## config.mk

```make
export PLATFORM = sky130hd
export DESIGN_NAME = rename_retire_top
export DESIGN_NICKNAME = d
export VERILOG_FILES = /design/src/rob_pkg.sv /design/src/rename_retire_top.sv /design/src/rob.sv /design/src/phys_free_list.sv /design/src/cbuf.sv
export VERILOG_INCLUDE_DIRS = /design/src /design/src/src
export SDC_FILE = /design/constraint.sdc
export NUM_CORES = 2
export LEC_CHECK = 0
export ABC_CLOCK_PERIOD_IN_PS = 9100
export BUFFER_PORTS_ARGS = -buffer_cell sky130_fd_sc_hd__buf_4
export CORE_ASPECT_RATIO = 0.6
export CORE_MARGIN = 3
export CORE_UTILIZATION = 35
export CTS_CLUSTER_SIZE = 10
export DETAILED_ROUTE_END_ITERATION = 16
export PLACE_DENSITY = 0.58
export SYNTH_ARGS = -nofsm -noshare
export SYNTH_HDL_FRONTEND = slang
export SYNTH_HIERARCHICAL = 1
export SYNTH_SLANG_ARGS = --single-unit
```

## constraint.sdc

```tcl
create_clock -name clk_i -period 9.1 [get_ports clk_i]
set_input_delay 0.455 -clock clk_i [delete_from_list [all_inputs] [get_ports clk_i]]
set_output_delay 0.455 -clock clk_i [all_outputs]
set_load 0.05 [all_outputs]
```

## src/rob_settings.svh

```systemverilog
// Size macros for the ROB, logical and physical register files and data words
`ifndef ROB_SETTINGS_SVH
`define ROB_SETTINGS_SVH

// ROB slots and tag width, depth must stay a power of two
`define ROB_DEPTH 32
`define ROB_TAG_W 5

// Architectural register index
`define LREG_W 5

// Physical register file, 32 architectural plus 32 rename registers
`define PREG_COUNT 64
`define PREG_W 6

// Rename registers free at reset
`define FREE_DEPTH 32

// PC and instruction word
`define XLEN 32

`endif
```

## src/rob_pkg.sv

```systemverilog
// Package with tag and register index types plus dispatch, entry and commit structs
package rob_pkg;

    `include "rob_settings.svh"

    // Index types
    typedef logic [`ROB_TAG_W-1:0] rob_tag_t;
    typedef logic [`LREG_W-1:0]    lreg_t;
    typedef logic [`PREG_W-1:0]    preg_t;

    // Sent by dispatch, 75 bits
    typedef struct packed {
        logic [`XLEN-1:0] pc;
        logic [`XLEN-1:0] inst;
        lreg_t            lrd;
        // Mapping of lrd before this instruction
        preg_t            old_prd;
    } dispatch_t;

    // One ROB slot, dispatch fields plus the fresh prd, 81 bits
    typedef struct packed {
        logic [`XLEN-1:0] pc;
        logic [`XLEN-1:0] inst;
        lreg_t            lrd;
        preg_t            old_prd;
        preg_t            prd;
    } rob_entry_t;

    // Retired record on the commit port
    typedef struct packed {
        logic [`XLEN-1:0] pc;
        logic [`XLEN-1:0] inst;
        lreg_t            lrd;
        preg_t            old_prd;
        preg_t            prd;
    } commit_t;

endpackage

```

## src/rename_retire_top.sv

```systemverilog
// Top level joining the ROB and the physical register free list
`timescale 1ns/10ps

module rename_retire_top (
    input  logic               clk_i,
    input  logic               reset_i,
    // Dispatch
    input  logic               dispatch_valid_i,
    input  rob_pkg::dispatch_t dispatch_i,
    output logic               alloc_ready_o,
    output rob_pkg::rob_tag_t  alloc_tag_o,
    output rob_pkg::preg_t     alloc_prd_o,
    // Execution completion
    input  logic               update_valid_i,
    input  rob_pkg::rob_tag_t  update_tag_i,
    // Retirement
    output logic               commit_valid_o,
    output rob_pkg::commit_t   commit_o
);

    logic rob_space;
    logic free_avail;
    logic alloc_fire;

    // Needs a ROB slot and a free register
    assign alloc_ready_o = rob_space & free_avail;
    // Strobes while not ready are dropped
    assign alloc_fire    = dispatch_valid_i & alloc_ready_o;

    rob i_rob (
        .clk_i          (clk_i),
        .reset_i        (reset_i),
        .alloc_i        (alloc_fire),
        .alloc_data_i   (dispatch_i),
        .alloc_prd_i    (alloc_prd_o),
        .alloc_tag_o    (alloc_tag_o),
        .space_o        (rob_space),
        .update_i       (update_valid_i),
        .update_tag_i   (update_tag_i),
        .commit_valid_o (commit_valid_o),
        .commit_o       (commit_o)
    );

    // Retired old mapping goes back to the free list
    phys_free_list i_free_list (
        .clk_i         (clk_i),
        .reset_i       (reset_i),
        .alloc_i       (alloc_fire),
        .alloc_prd_o   (alloc_prd_o),
        .release_i     (commit_valid_o),
        .release_prd_i (commit_o.old_prd),
        .avail_o       (free_avail)
    );

endmodule

```

## src/rob.sv

```systemverilog
// Reorder buffer with cbuf entry storage, per-slot busy bits, completion and in-order commit
`timescale 1ns/10ps

`include "rob_settings.svh"

module rob (
    input  logic              clk_i,
    input  logic              reset_i,
    // Dispatch side
    input  logic              alloc_i,
    input  rob_pkg::dispatch_t alloc_data_i,
    input  rob_pkg::preg_t    alloc_prd_i,
    output rob_pkg::rob_tag_t alloc_tag_o,
    output logic              space_o,
    // Completion from execution
    input  logic              update_i,
    input  rob_pkg::rob_tag_t update_tag_i,
    // Retirement
    output logic              commit_valid_o,
    output rob_pkg::commit_t  commit_o
);

    import rob_pkg::*;

    rob_entry_t new_entry;
    rob_entry_t head_entry;
    rob_tag_t   head_tag;
    rob_tag_t   tail_tag;
    logic       empty;
    logic       full;
    logic       pop;

    // One busy bit per slot, set at allocation, cleared by the update
    logic [`ROB_DEPTH-1:0] busy_q;

    // Assemble stored entry from dispatch fields and the fresh prd
    always_comb begin
        new_entry.pc      = alloc_data_i.pc;
        new_entry.inst    = alloc_data_i.inst;
        new_entry.lrd     = alloc_data_i.lrd;
        new_entry.old_prd = alloc_data_i.old_prd;
        new_entry.prd     = alloc_prd_i;
    end

    // Tag is the slot index at the tail
    assign alloc_tag_o = tail_tag;
    assign space_o     = ~full;

    cbuf #(
        .DEPTH     (`ROB_DEPTH),
        .PAYLOAD_T (rob_entry_t)
    ) i_entry_buf (
        .clk_i       (clk_i),
        .reset_i     (reset_i),
        .push_i      (alloc_i),
        .push_data_i (new_entry),
        .pop_i       (pop),
        .head_data_o (head_entry),
        .head_idx_o  (head_tag),
        .tail_idx_o  (tail_tag),
        .empty_o     (empty),
        .full_o      (full)
    );

    always_ff @(posedge clk_i) begin
        if (reset_i) begin
            busy_q <= '0;
        end else begin
            // Completion
            if (update_i) begin
                busy_q[update_tag_i] <= 1'b0;
            end
            // New entry waits for its result
            if (alloc_i) begin
                busy_q[tail_tag] <= 1'b1;
            end
        end
    end

    // Head retires once its result is back
    assign commit_valid_o = ~empty & ~busy_q[head_tag];

    // No stall from the consumer, retire pops on the same edge
    assign pop = commit_valid_o;

    always_comb begin
        commit_o.pc      = head_entry.pc;
        commit_o.inst    = head_entry.inst;
        commit_o.lrd     = head_entry.lrd;
        commit_o.old_prd = head_entry.old_prd;
        commit_o.prd     = head_entry.prd;
    end

endmodule

```

## src/phys_free_list.sv

```systemverilog
// Physical register free list on a cbuf, with post-reset fill and retired register recycling
`timescale 1ns/10ps

`include "rob_settings.svh"

module phys_free_list (
    input  logic           clk_i,
    input  logic           reset_i,
    input  logic           alloc_i,
    output rob_pkg::preg_t alloc_prd_o,
    input  logic           release_i,
    input  rob_pkg::preg_t release_prd_i,
    output logic           avail_o
);

    import rob_pkg::*;

    // First rename register, all below are architectural at reset
    localparam int FIRST_FREE = `PREG_COUNT - `FREE_DEPTH;
    localparam int FILL_W     = $clog2(`FREE_DEPTH) + 1;

    logic [FILL_W-1:0] fill_cnt_q;
    logic              filling;
    preg_t             fill_prd;

    logic  push;
    preg_t push_prd;
    logic  pop;
    logic  empty;

    // Fill runs for FREE_DEPTH cycles after reset
    assign filling  = (fill_cnt_q != FILL_W'(`FREE_DEPTH));
    assign fill_prd = preg_t'(FIRST_FREE) + preg_t'(fill_cnt_q);

    always_ff @(posedge clk_i) begin
        if (reset_i) begin
            fill_cnt_q <= '0;
        end else if (filling) begin
            fill_cnt_q <= fill_cnt_q + 1'b1;
        end
    end

    // Fill owns the push port, no release can arrive before the first alloc
    assign push     = filling | release_i;
    assign push_prd = filling ? fill_prd : release_prd_i;

    // Nothing handed out until the fill is over
    assign avail_o = ~filling & ~empty;
    assign pop     = alloc_i & avail_o;

    cbuf #(
        .DEPTH     (`FREE_DEPTH),
        .PAYLOAD_T (preg_t)
    ) i_free_buf (
        .clk_i       (clk_i),
        .reset_i     (reset_i),
        .push_i      (push),
        .push_data_i (push_prd),
        .pop_i       (pop),
        .head_data_o (alloc_prd_o),
        .head_idx_o  (),
        .tail_idx_o  (),
        .empty_o     (empty),
        .full_o      ()
    );

endmodule

```

## src/cbuf.sv

```systemverilog
// Generic circular buffer with payload type parameter, wrap-bit pointers and status flags
`timescale 1ns/10ps

module cbuf #(
    parameter int  DEPTH     = 32,
    parameter type PAYLOAD_T = logic [7:0]
) (
    input  logic                     clk_i,
    input  logic                     reset_i,
    input  logic                     push_i,
    input  PAYLOAD_T                 push_data_i,
    input  logic                     pop_i,
    output PAYLOAD_T                 head_data_o,
    output logic [$clog2(DEPTH)-1:0] head_idx_o,
    output logic [$clog2(DEPTH)-1:0] tail_idx_o,
    output logic                     empty_o,
    output logic                     full_o
);

    localparam int IDX_W = $clog2(DEPTH);

    // Storage, no reset on payload
    PAYLOAD_T mem [DEPTH];

    // Pointers with one extra wrap bit on top
    logic [IDX_W:0] head_q;
    logic [IDX_W:0] tail_q;

    logic do_push;
    logic do_pop;

    assign head_idx_o = head_q[IDX_W-1:0];
    assign tail_idx_o = tail_q[IDX_W-1:0];

    // Same index, wrap bits decide between empty and full
    assign empty_o = (head_q == tail_q);
    assign full_o  = (head_q[IDX_W] != tail_q[IDX_W]) &&
                     (head_q[IDX_W-1:0] == tail_q[IDX_W-1:0]);

    // Pop from empty is dropped
    assign do_pop  = pop_i & ~empty_o;
    // Push into a full buffer only when the head leaves in the same cycle
    assign do_push = push_i & (~full_o | do_pop);

    // Head slot read straight from the array
    assign head_data_o = mem[head_idx_o];

    always_ff @(posedge clk_i) begin
        if (reset_i) begin
            head_q <= '0;
            tail_q <= '0;
        end else begin
            if (do_push) begin
                tail_q <= tail_q + 1'b1;
            end
            if (do_pop) begin
                head_q <= head_q + 1'b1;
            end
        end
    end

    // Write at tail
    always_ff @(posedge clk_i) begin
        if (do_push) begin
            mem[tail_idx_o] <= push_data_i;
        end
    end

endmodule

```

# After elaboration in Yosys (flattened, before gate mapping)
# Memories as Yosys holds them, arrays and structs flattened. A register that Yosys moved wholly into a read port is not among the register bits.
# Cells that the tools add are included.
[word_totals]
ff_bits = 62
ram_bits = 2784
input_bits = 84
output_inout_bits = 94
elab_cells = 69
n_memories = 2
[mem_list]
columns = ["name", "words", "width", "read_ports", "rd_clocked_by_memory_dff", "wr", "line_no", "rtl"]
rows = [
  ["i_rob.i_entry_buf.mem", 32, 81, 1, 1, 1, "cbuf.sv:23", "PAYLOAD_T mem [DEPTH];"],
  ["i_free_list.i_free_buf.mem", 32, 6, 1, 1, 1, "cbuf.sv:23", ""],
]
[op_classes]
addsub = 6
n_lt_le_gt_ge = 5
n_eq_ne = 7
muxes = 18
bitwise = 21
n_reduce_logical = 4
[ops]
columns = ["cell", "count"]
rows = [
  ["two-way mux 32 bit", 3],
  ["bitwise AND 32 bit", 1],
  ["inverter 32 bit", 1],
  ["OR 32 bit", 1],
  ["adder 6 x 1 -> 6 bit, second input constant", 5],
  ["two-way mux 5 bit", 4],
  ["< comparator 5 x 6 -> 1 bit, second input constant", 3],
  ["equality test 6 bit", 2],
  ["demux 1 bit (select 5 bit)", 2],
  ["equality test 5 bit", 2],
  [">= comparator 5 x 1 -> 1 bit, second input constant", 2],
  ["bitwise AND 1 bit", 9],
  ["two-way mux 1 bit", 7],
  ["adder 6 bit, first input constant", 1],
  ["two-way mux 6 bit", 1],
  ["inequality test 6 bit, second input constant", 1],
  ["inverter 1 bit", 6],
  ["binary-select mux 1 bit (select 5 bit)", 1],
  ["logical AND 1 bit", 4],
  ["OR 1 bit", 3],
  ["inequality test 1 bit", 2],
]

# Longest topological paths before layout
[logic_depth]
ltp_word = 11
mapped_depth = 13
ltp_nobuf = 11

# Hierarchy
# Netlist, hierarchy kept.
[by_module_without_submodules]
columns = ["mod", "n_inst", "cells_each", "area_each_um2", "seq_area_each_um2"]
rows = [
  ["cbuf (i_rob.i_entry_buf)", 1, 4028, 99284.0, 78175.0],
  ["cbuf (i_free_list.i_free_buf)", 1, 410, 8305.5, 6105.9],
  ["rob", 1, 204, 1619.1, 640.6],
  ["phys_free_list", 1, 45, 392.9, 120.1],
  ["rename_retire_top", 1, 2, 12.5, 0.0],
]

# Worst setup path before layout
# No wires, ideal clock.
[synth_timing]
path_kind = "register to register"
from = "reg i_rob.i_entry_buf.head_q[2]"
to = "mem i_rob/i_entry_buf/mem[29][0] (netlist name) (enable)"
setup_ps = 521
arrival_ps = 7370
required_ps = 8579
path_slack_ps = 1209
stages_incl_launch_ff = 11
n_path_buf = 2
period_less_slack_ps = 7891
cell_sequence = "dfxtp_1 > buf_4 > buf_2 > mux2_2 > o21ai_0 > nor3_1 > nor4_1 > or4_1 > o21a_1 > nand2_1 > nor2_1"
[synth_between]
elab_chain_len = 9
word_cells_on_any_way = 16
classes_between = "eq/ne: 2; mux: 4; bitwise: 9; reduce/logical: 1"
[synth_rtl]
columns = ["element", "line_no", "rtl"]
rows = [
  ["from (decl)", "cbuf.sv:26", "logic [IDX_W:0] head_q;"],
  ["from (signal assigned)", "cbuf.sv:57", "head_q <= head_q + 1'b1;"],
  ["binary-select mux 1 bit (select 5 bit)", "rob.sv:81", "assign commit_valid_o = ~empty & ~busy_q[head_tag];"],
  ["two-way mux 1 bit (not written as such)", "rob.sv:81", ""],
  ["inverter 1 bit", "rob.sv:81", ""],
  ["bitwise AND 1 bit (*)", "rob.sv:81", ""],
  ["via commit_valid_o", "rename_retire_top.sv:17", "output logic commit_valid_o,"],
  ["bitwise AND 1 bit (*)", "cbuf.sv:41", "assign do_pop = pop_i & ~empty_o;"],
  ["OR 1 bit (*)", "cbuf.sv:43", "assign do_push = push_i & (~full_o | do_pop);"],
  ["bitwise AND 1 bit (*)", "cbuf.sv:43", ""],
  ["two-way mux 1 bit (*)", "cbuf.sv:64", "if (do_push) begin"],
  ["two-way mux 1 bit (not written as such) (*)", "cbuf.sv:65", "mem[tail_idx_o] <= push_data_i;"],
  ["to (decl)", "cbuf.sv:23", ""],
]
# Mark *: on every way through the listed nets, which the timed path passes. The rest lies on a longest branch. The select of a mux whose other input is x is not followed.

# Worst setup path after layout
[layout_timing]
from = "reg i_rob.i_entry_buf.head_q[2]"
to = "mem i_rob/i_entry_buf/mem[29][22] (netlist name) (enable)"
[layout_between]
elab_chain_len = 9
word_cells_on_any_way = 16
classes_between = "eq/ne: 2; mux: 4; bitwise: 9; reduce/logical: 1"
[layout_rtl]
columns = ["element", "line_no"]
rows = [
  ["binary-select mux 1 bit (select 5 bit)", "rob.sv:81"],
  ["two-way mux 1 bit (not written as such)", "rob.sv:81"],
  ["inverter 1 bit", "rob.sv:81"],
  ["bitwise AND 1 bit", "rob.sv:81"],
  ["bitwise AND 1 bit", "cbuf.sv:41"],
  ["OR 1 bit", "cbuf.sv:43"],
  ["bitwise AND 1 bit (*)", "cbuf.sv:43"],
  ["two-way mux 1 bit (*)", "cbuf.sv:64"],
  ["two-way mux 1 bit (not written as such) (*)", "cbuf.sv:65"],
]
# Every way passes the cells marked *; elsewhere a longest branch is shown, timed or not. The select of a mux whose other input is x is not followed.

==> impl_metrics.csv <==
group,metric,value,unit
status,run_status,"completed",
floorplan,num_rows,158,
sta,relSlewSlack,0.1705,
clock_tree,cts_tree,"built",
placed_design,place_congestion,0.7645,
pwr,total_power,26.25,mW
floorplan,die_w,728.2,um
clock_tree,cts_buffer_depth,4,
sta,rsz0062_at_grt,"false",
layout,layout-drive-gt1-share,0.3111,
routing,wl_per_cell,28.68,um
placed_design,dp_hpwl,141.5,mm
routing,ant_nets,0,
sta,fin_tns_setup,0,ns
global_routing,grt_pass1_wl,383.3,mm
routing,wirelength,267.5,mm
layout,mostFrequentLayoutCell,"edfxtp_1",
critical_path,crit_slowest_cell,"dfxtp_1",
routing,top_layer,"met4",
layout,nets,5199,
layout,final_cell_mix,"edfxtp_1, mux4_2, clkbuf_16, buf_4, mux2_2",
pwr,p_per_area,208.8,nW/um^2
pwr,p_sw,5.166,mW
synth,synthesis.instances,4678,
global_routing,grt_pass1_vias,51360,
critical_path,crit_type,"flip-flop to flip-flop",
sta,clock_skew,0.03973,ns
sta,hold_viol,0,
sta,timing.final.ws_setup,3.135,ns
placed_design,post-place-cells,8859,
clock_tree,root_buffer,"clkbuf_16",
floorplan,num_io_pins,178,
routing,drt_iter0_drc,5949,
min_path,hold_class,"input port to flip-flop",
sta,finalSetupViolations,0,
clock_tree,clk_pin_slew,0.06,ns
floorplan,start_util,0.3531,
routing,drtPass1Iterations,7,
critical_path,path_max_fanout,34,
pwr,intPower,21.08,mW
clock_tree,cts_resized,0,
critical_path,cp.arrival,6.44,ns
clock_tree,cts.sinks,2856,
synth,synth.net_count,4774,
sta,fmax,0.1676,GHz
critical_path,cp_cell_sequence,"and2b_4, a2111oi_0, nor4_1, nor4_2, or4_1, o21a_1, nand2_1, nor2_4, buf_4",
floorplan,coreArea,310200,sq um
critical_path,crit_required,9.58,ns
routing,drc,0,
critical_path,start_kind,"flip-flop",
critical_path,slowest_delay,1.02,ns
routing,wl_met3,20.11,mm
synth,synth-warning-count,6,
sta,min_period,5.965,ns
run,drv_cap,0,
global_routing,track_usage,0.1648,
routing,via_count,50690,
global_routing,antenna_found_initial,12,
synth,syn_area,109500,sq um
sta,period_share,0.6555,
pwr,swShare,0.1968,
placed_design,portBuffers,177,
floorplan,die_h,439.3,um
critical_path,worstSetupEndpointType,"flip-flop",
sta,maxSlewViolCount,0,
routing,met1_length,124.3,mm
floorplan,die_area,319900,sq um
pwr,ir_drop,148.9,uV
placed_design,preCtsSetupSlack,3.176,ns
pwr,power_frac_comb,0.013,
global_routing,grt_start_max_net_pins,117,
routing,met2WireLength,118.0,mm
layout,area_delta_synth_final,14.79,%
layout,final.fill_count,26770,
routing,vias_per_cell,5.434,
synth,syn_avg_cell_area,23.41,sq um
clock_tree,numCtsBuffers,328,
pwr,p_leak,37.20,nW
clock_tree,clk_latency,0.87,ns
global_routing,grt_overflow_total,0,
sta,worst_pin_slew,1.241,ns
pwr,pwr-share-clk,0.437,
pwr,pwr-share-seq,0.551,
layout,fin_cells,9328,
clock_tree,htree_levels,5,
## state kept, by name, summed over array words and instances, names as in the netlist, named ones only
name,cells
i_free_list/i_free_buf/head_q,6
i_free_list/i_free_buf/tail_q,6
i_free_list/i_free_buf/mem,192
i_rob/i_entry_buf/mem,2592
i_rob/busy_q,32
i_rob/i_entry_buf/tail_q,6
i_free_list/fill_cnt_q,6
i_rob/i_entry_buf/head_q,6
## per-stage QoR
| stage | util | cell area, sq um | hold slack [ns] |
|---|---|---|---|
| after floorplan | - | 109500 | 0.4451 |
| after global placement | 0.3744 | 116100 | 0.4619 |
| after detailed placement | 0.3744 | 116100 | 0.4644 |
| after CTS | 0.4053 | 125700 | 0.002904 |
| after global routing | 0.4053 | 125700 | 0.008267 |
| final | 0.4053 | 125700 | 0.04638 |
## layout make-up
| cell class | count | area [sq um] | share of cell area |
|---|---|---|---|
| Clock buffer | 368 | 8464 | 0.06732 |
| Tap cell | 4160 | 5205 | 0.04140 |
| Clock inverter | 22 | 369.1 | 0.002936 |
| Inverter | 14 | 57.56 | 0.0004578 |
| Antenna cell | 5 | 12.51 | 0.00009952 |
| Multi-Input combinational cell | 1556 | 23450 | 0.1865 |
| Timing Repair Buffer | 347 | 3103 | 0.02468 |
| Sequential cell | 2856 | 85060 | 0.6766 |
## metal layers
| metal | vias up | global-route usage |
|---|---|---|
| met5 | - | 0 |
| met4 | 0 | 0.03617 |
| met3 | 364 | 0.03188 |
| met2 | 2049 | 0.2407 |
| met1 | 27590 | 0.2555 |
| li1 | 20680 | - |
## critical path, delay by kind of cell (launching register included)
kind	cells	cell delay, ns
AO/OA/AOI/OAI	2	0.77
AND/OR/NAND/NOR	6	2.93
flip-flops	1	1.02
buffers and inverters	1	0.72
## power groups by stage
| stage | Sequential (mW) | Clock, mW | Combinational [mW] |
|---|---|---|---|
| final | 14.5 | 11.5 | 0.329 |
| after global routing | 14.5 | 12.2 | 0.359 |
| after CTS | 14.5 | 11.7 | 0.331 |
| after detailed placement | 14.7 | 0 | 0.300 |
| after global placement | 14.7 | 0 | 0.281 |
| after floorplan | 14.7 | 0 | 0.0675 |
## worst paths after layout
path | from | endpoint | slack [ns] | depth (start not counted)
max | i_rob/i_entry_buf/head_q[2] | i_rob/i_entry_buf/mem[29][22] | 3.13 | 9
min | dispatch_i[47] | i_rob/i_entry_buf/mem[10][53] | 0.05 | 1
max reg2reg | i_rob/i_entry_buf/head_q[2] | i_rob/i_entry_buf/mem[29][22] | 3.13 | 9
min reg2reg | i_rob/busy_q[6] | i_rob/busy_q[6] | 0.48 | 2
## repair_timing
item / 4_1_cts / 5_1_grt
hold endpoints to repair: 2278 / 0
hold buffers: 74 / 0
setup endpoints to repair: 0 / 0
buffers inserted: 0 / 0
No activity file was read; power rests on OpenSTA's default activity.
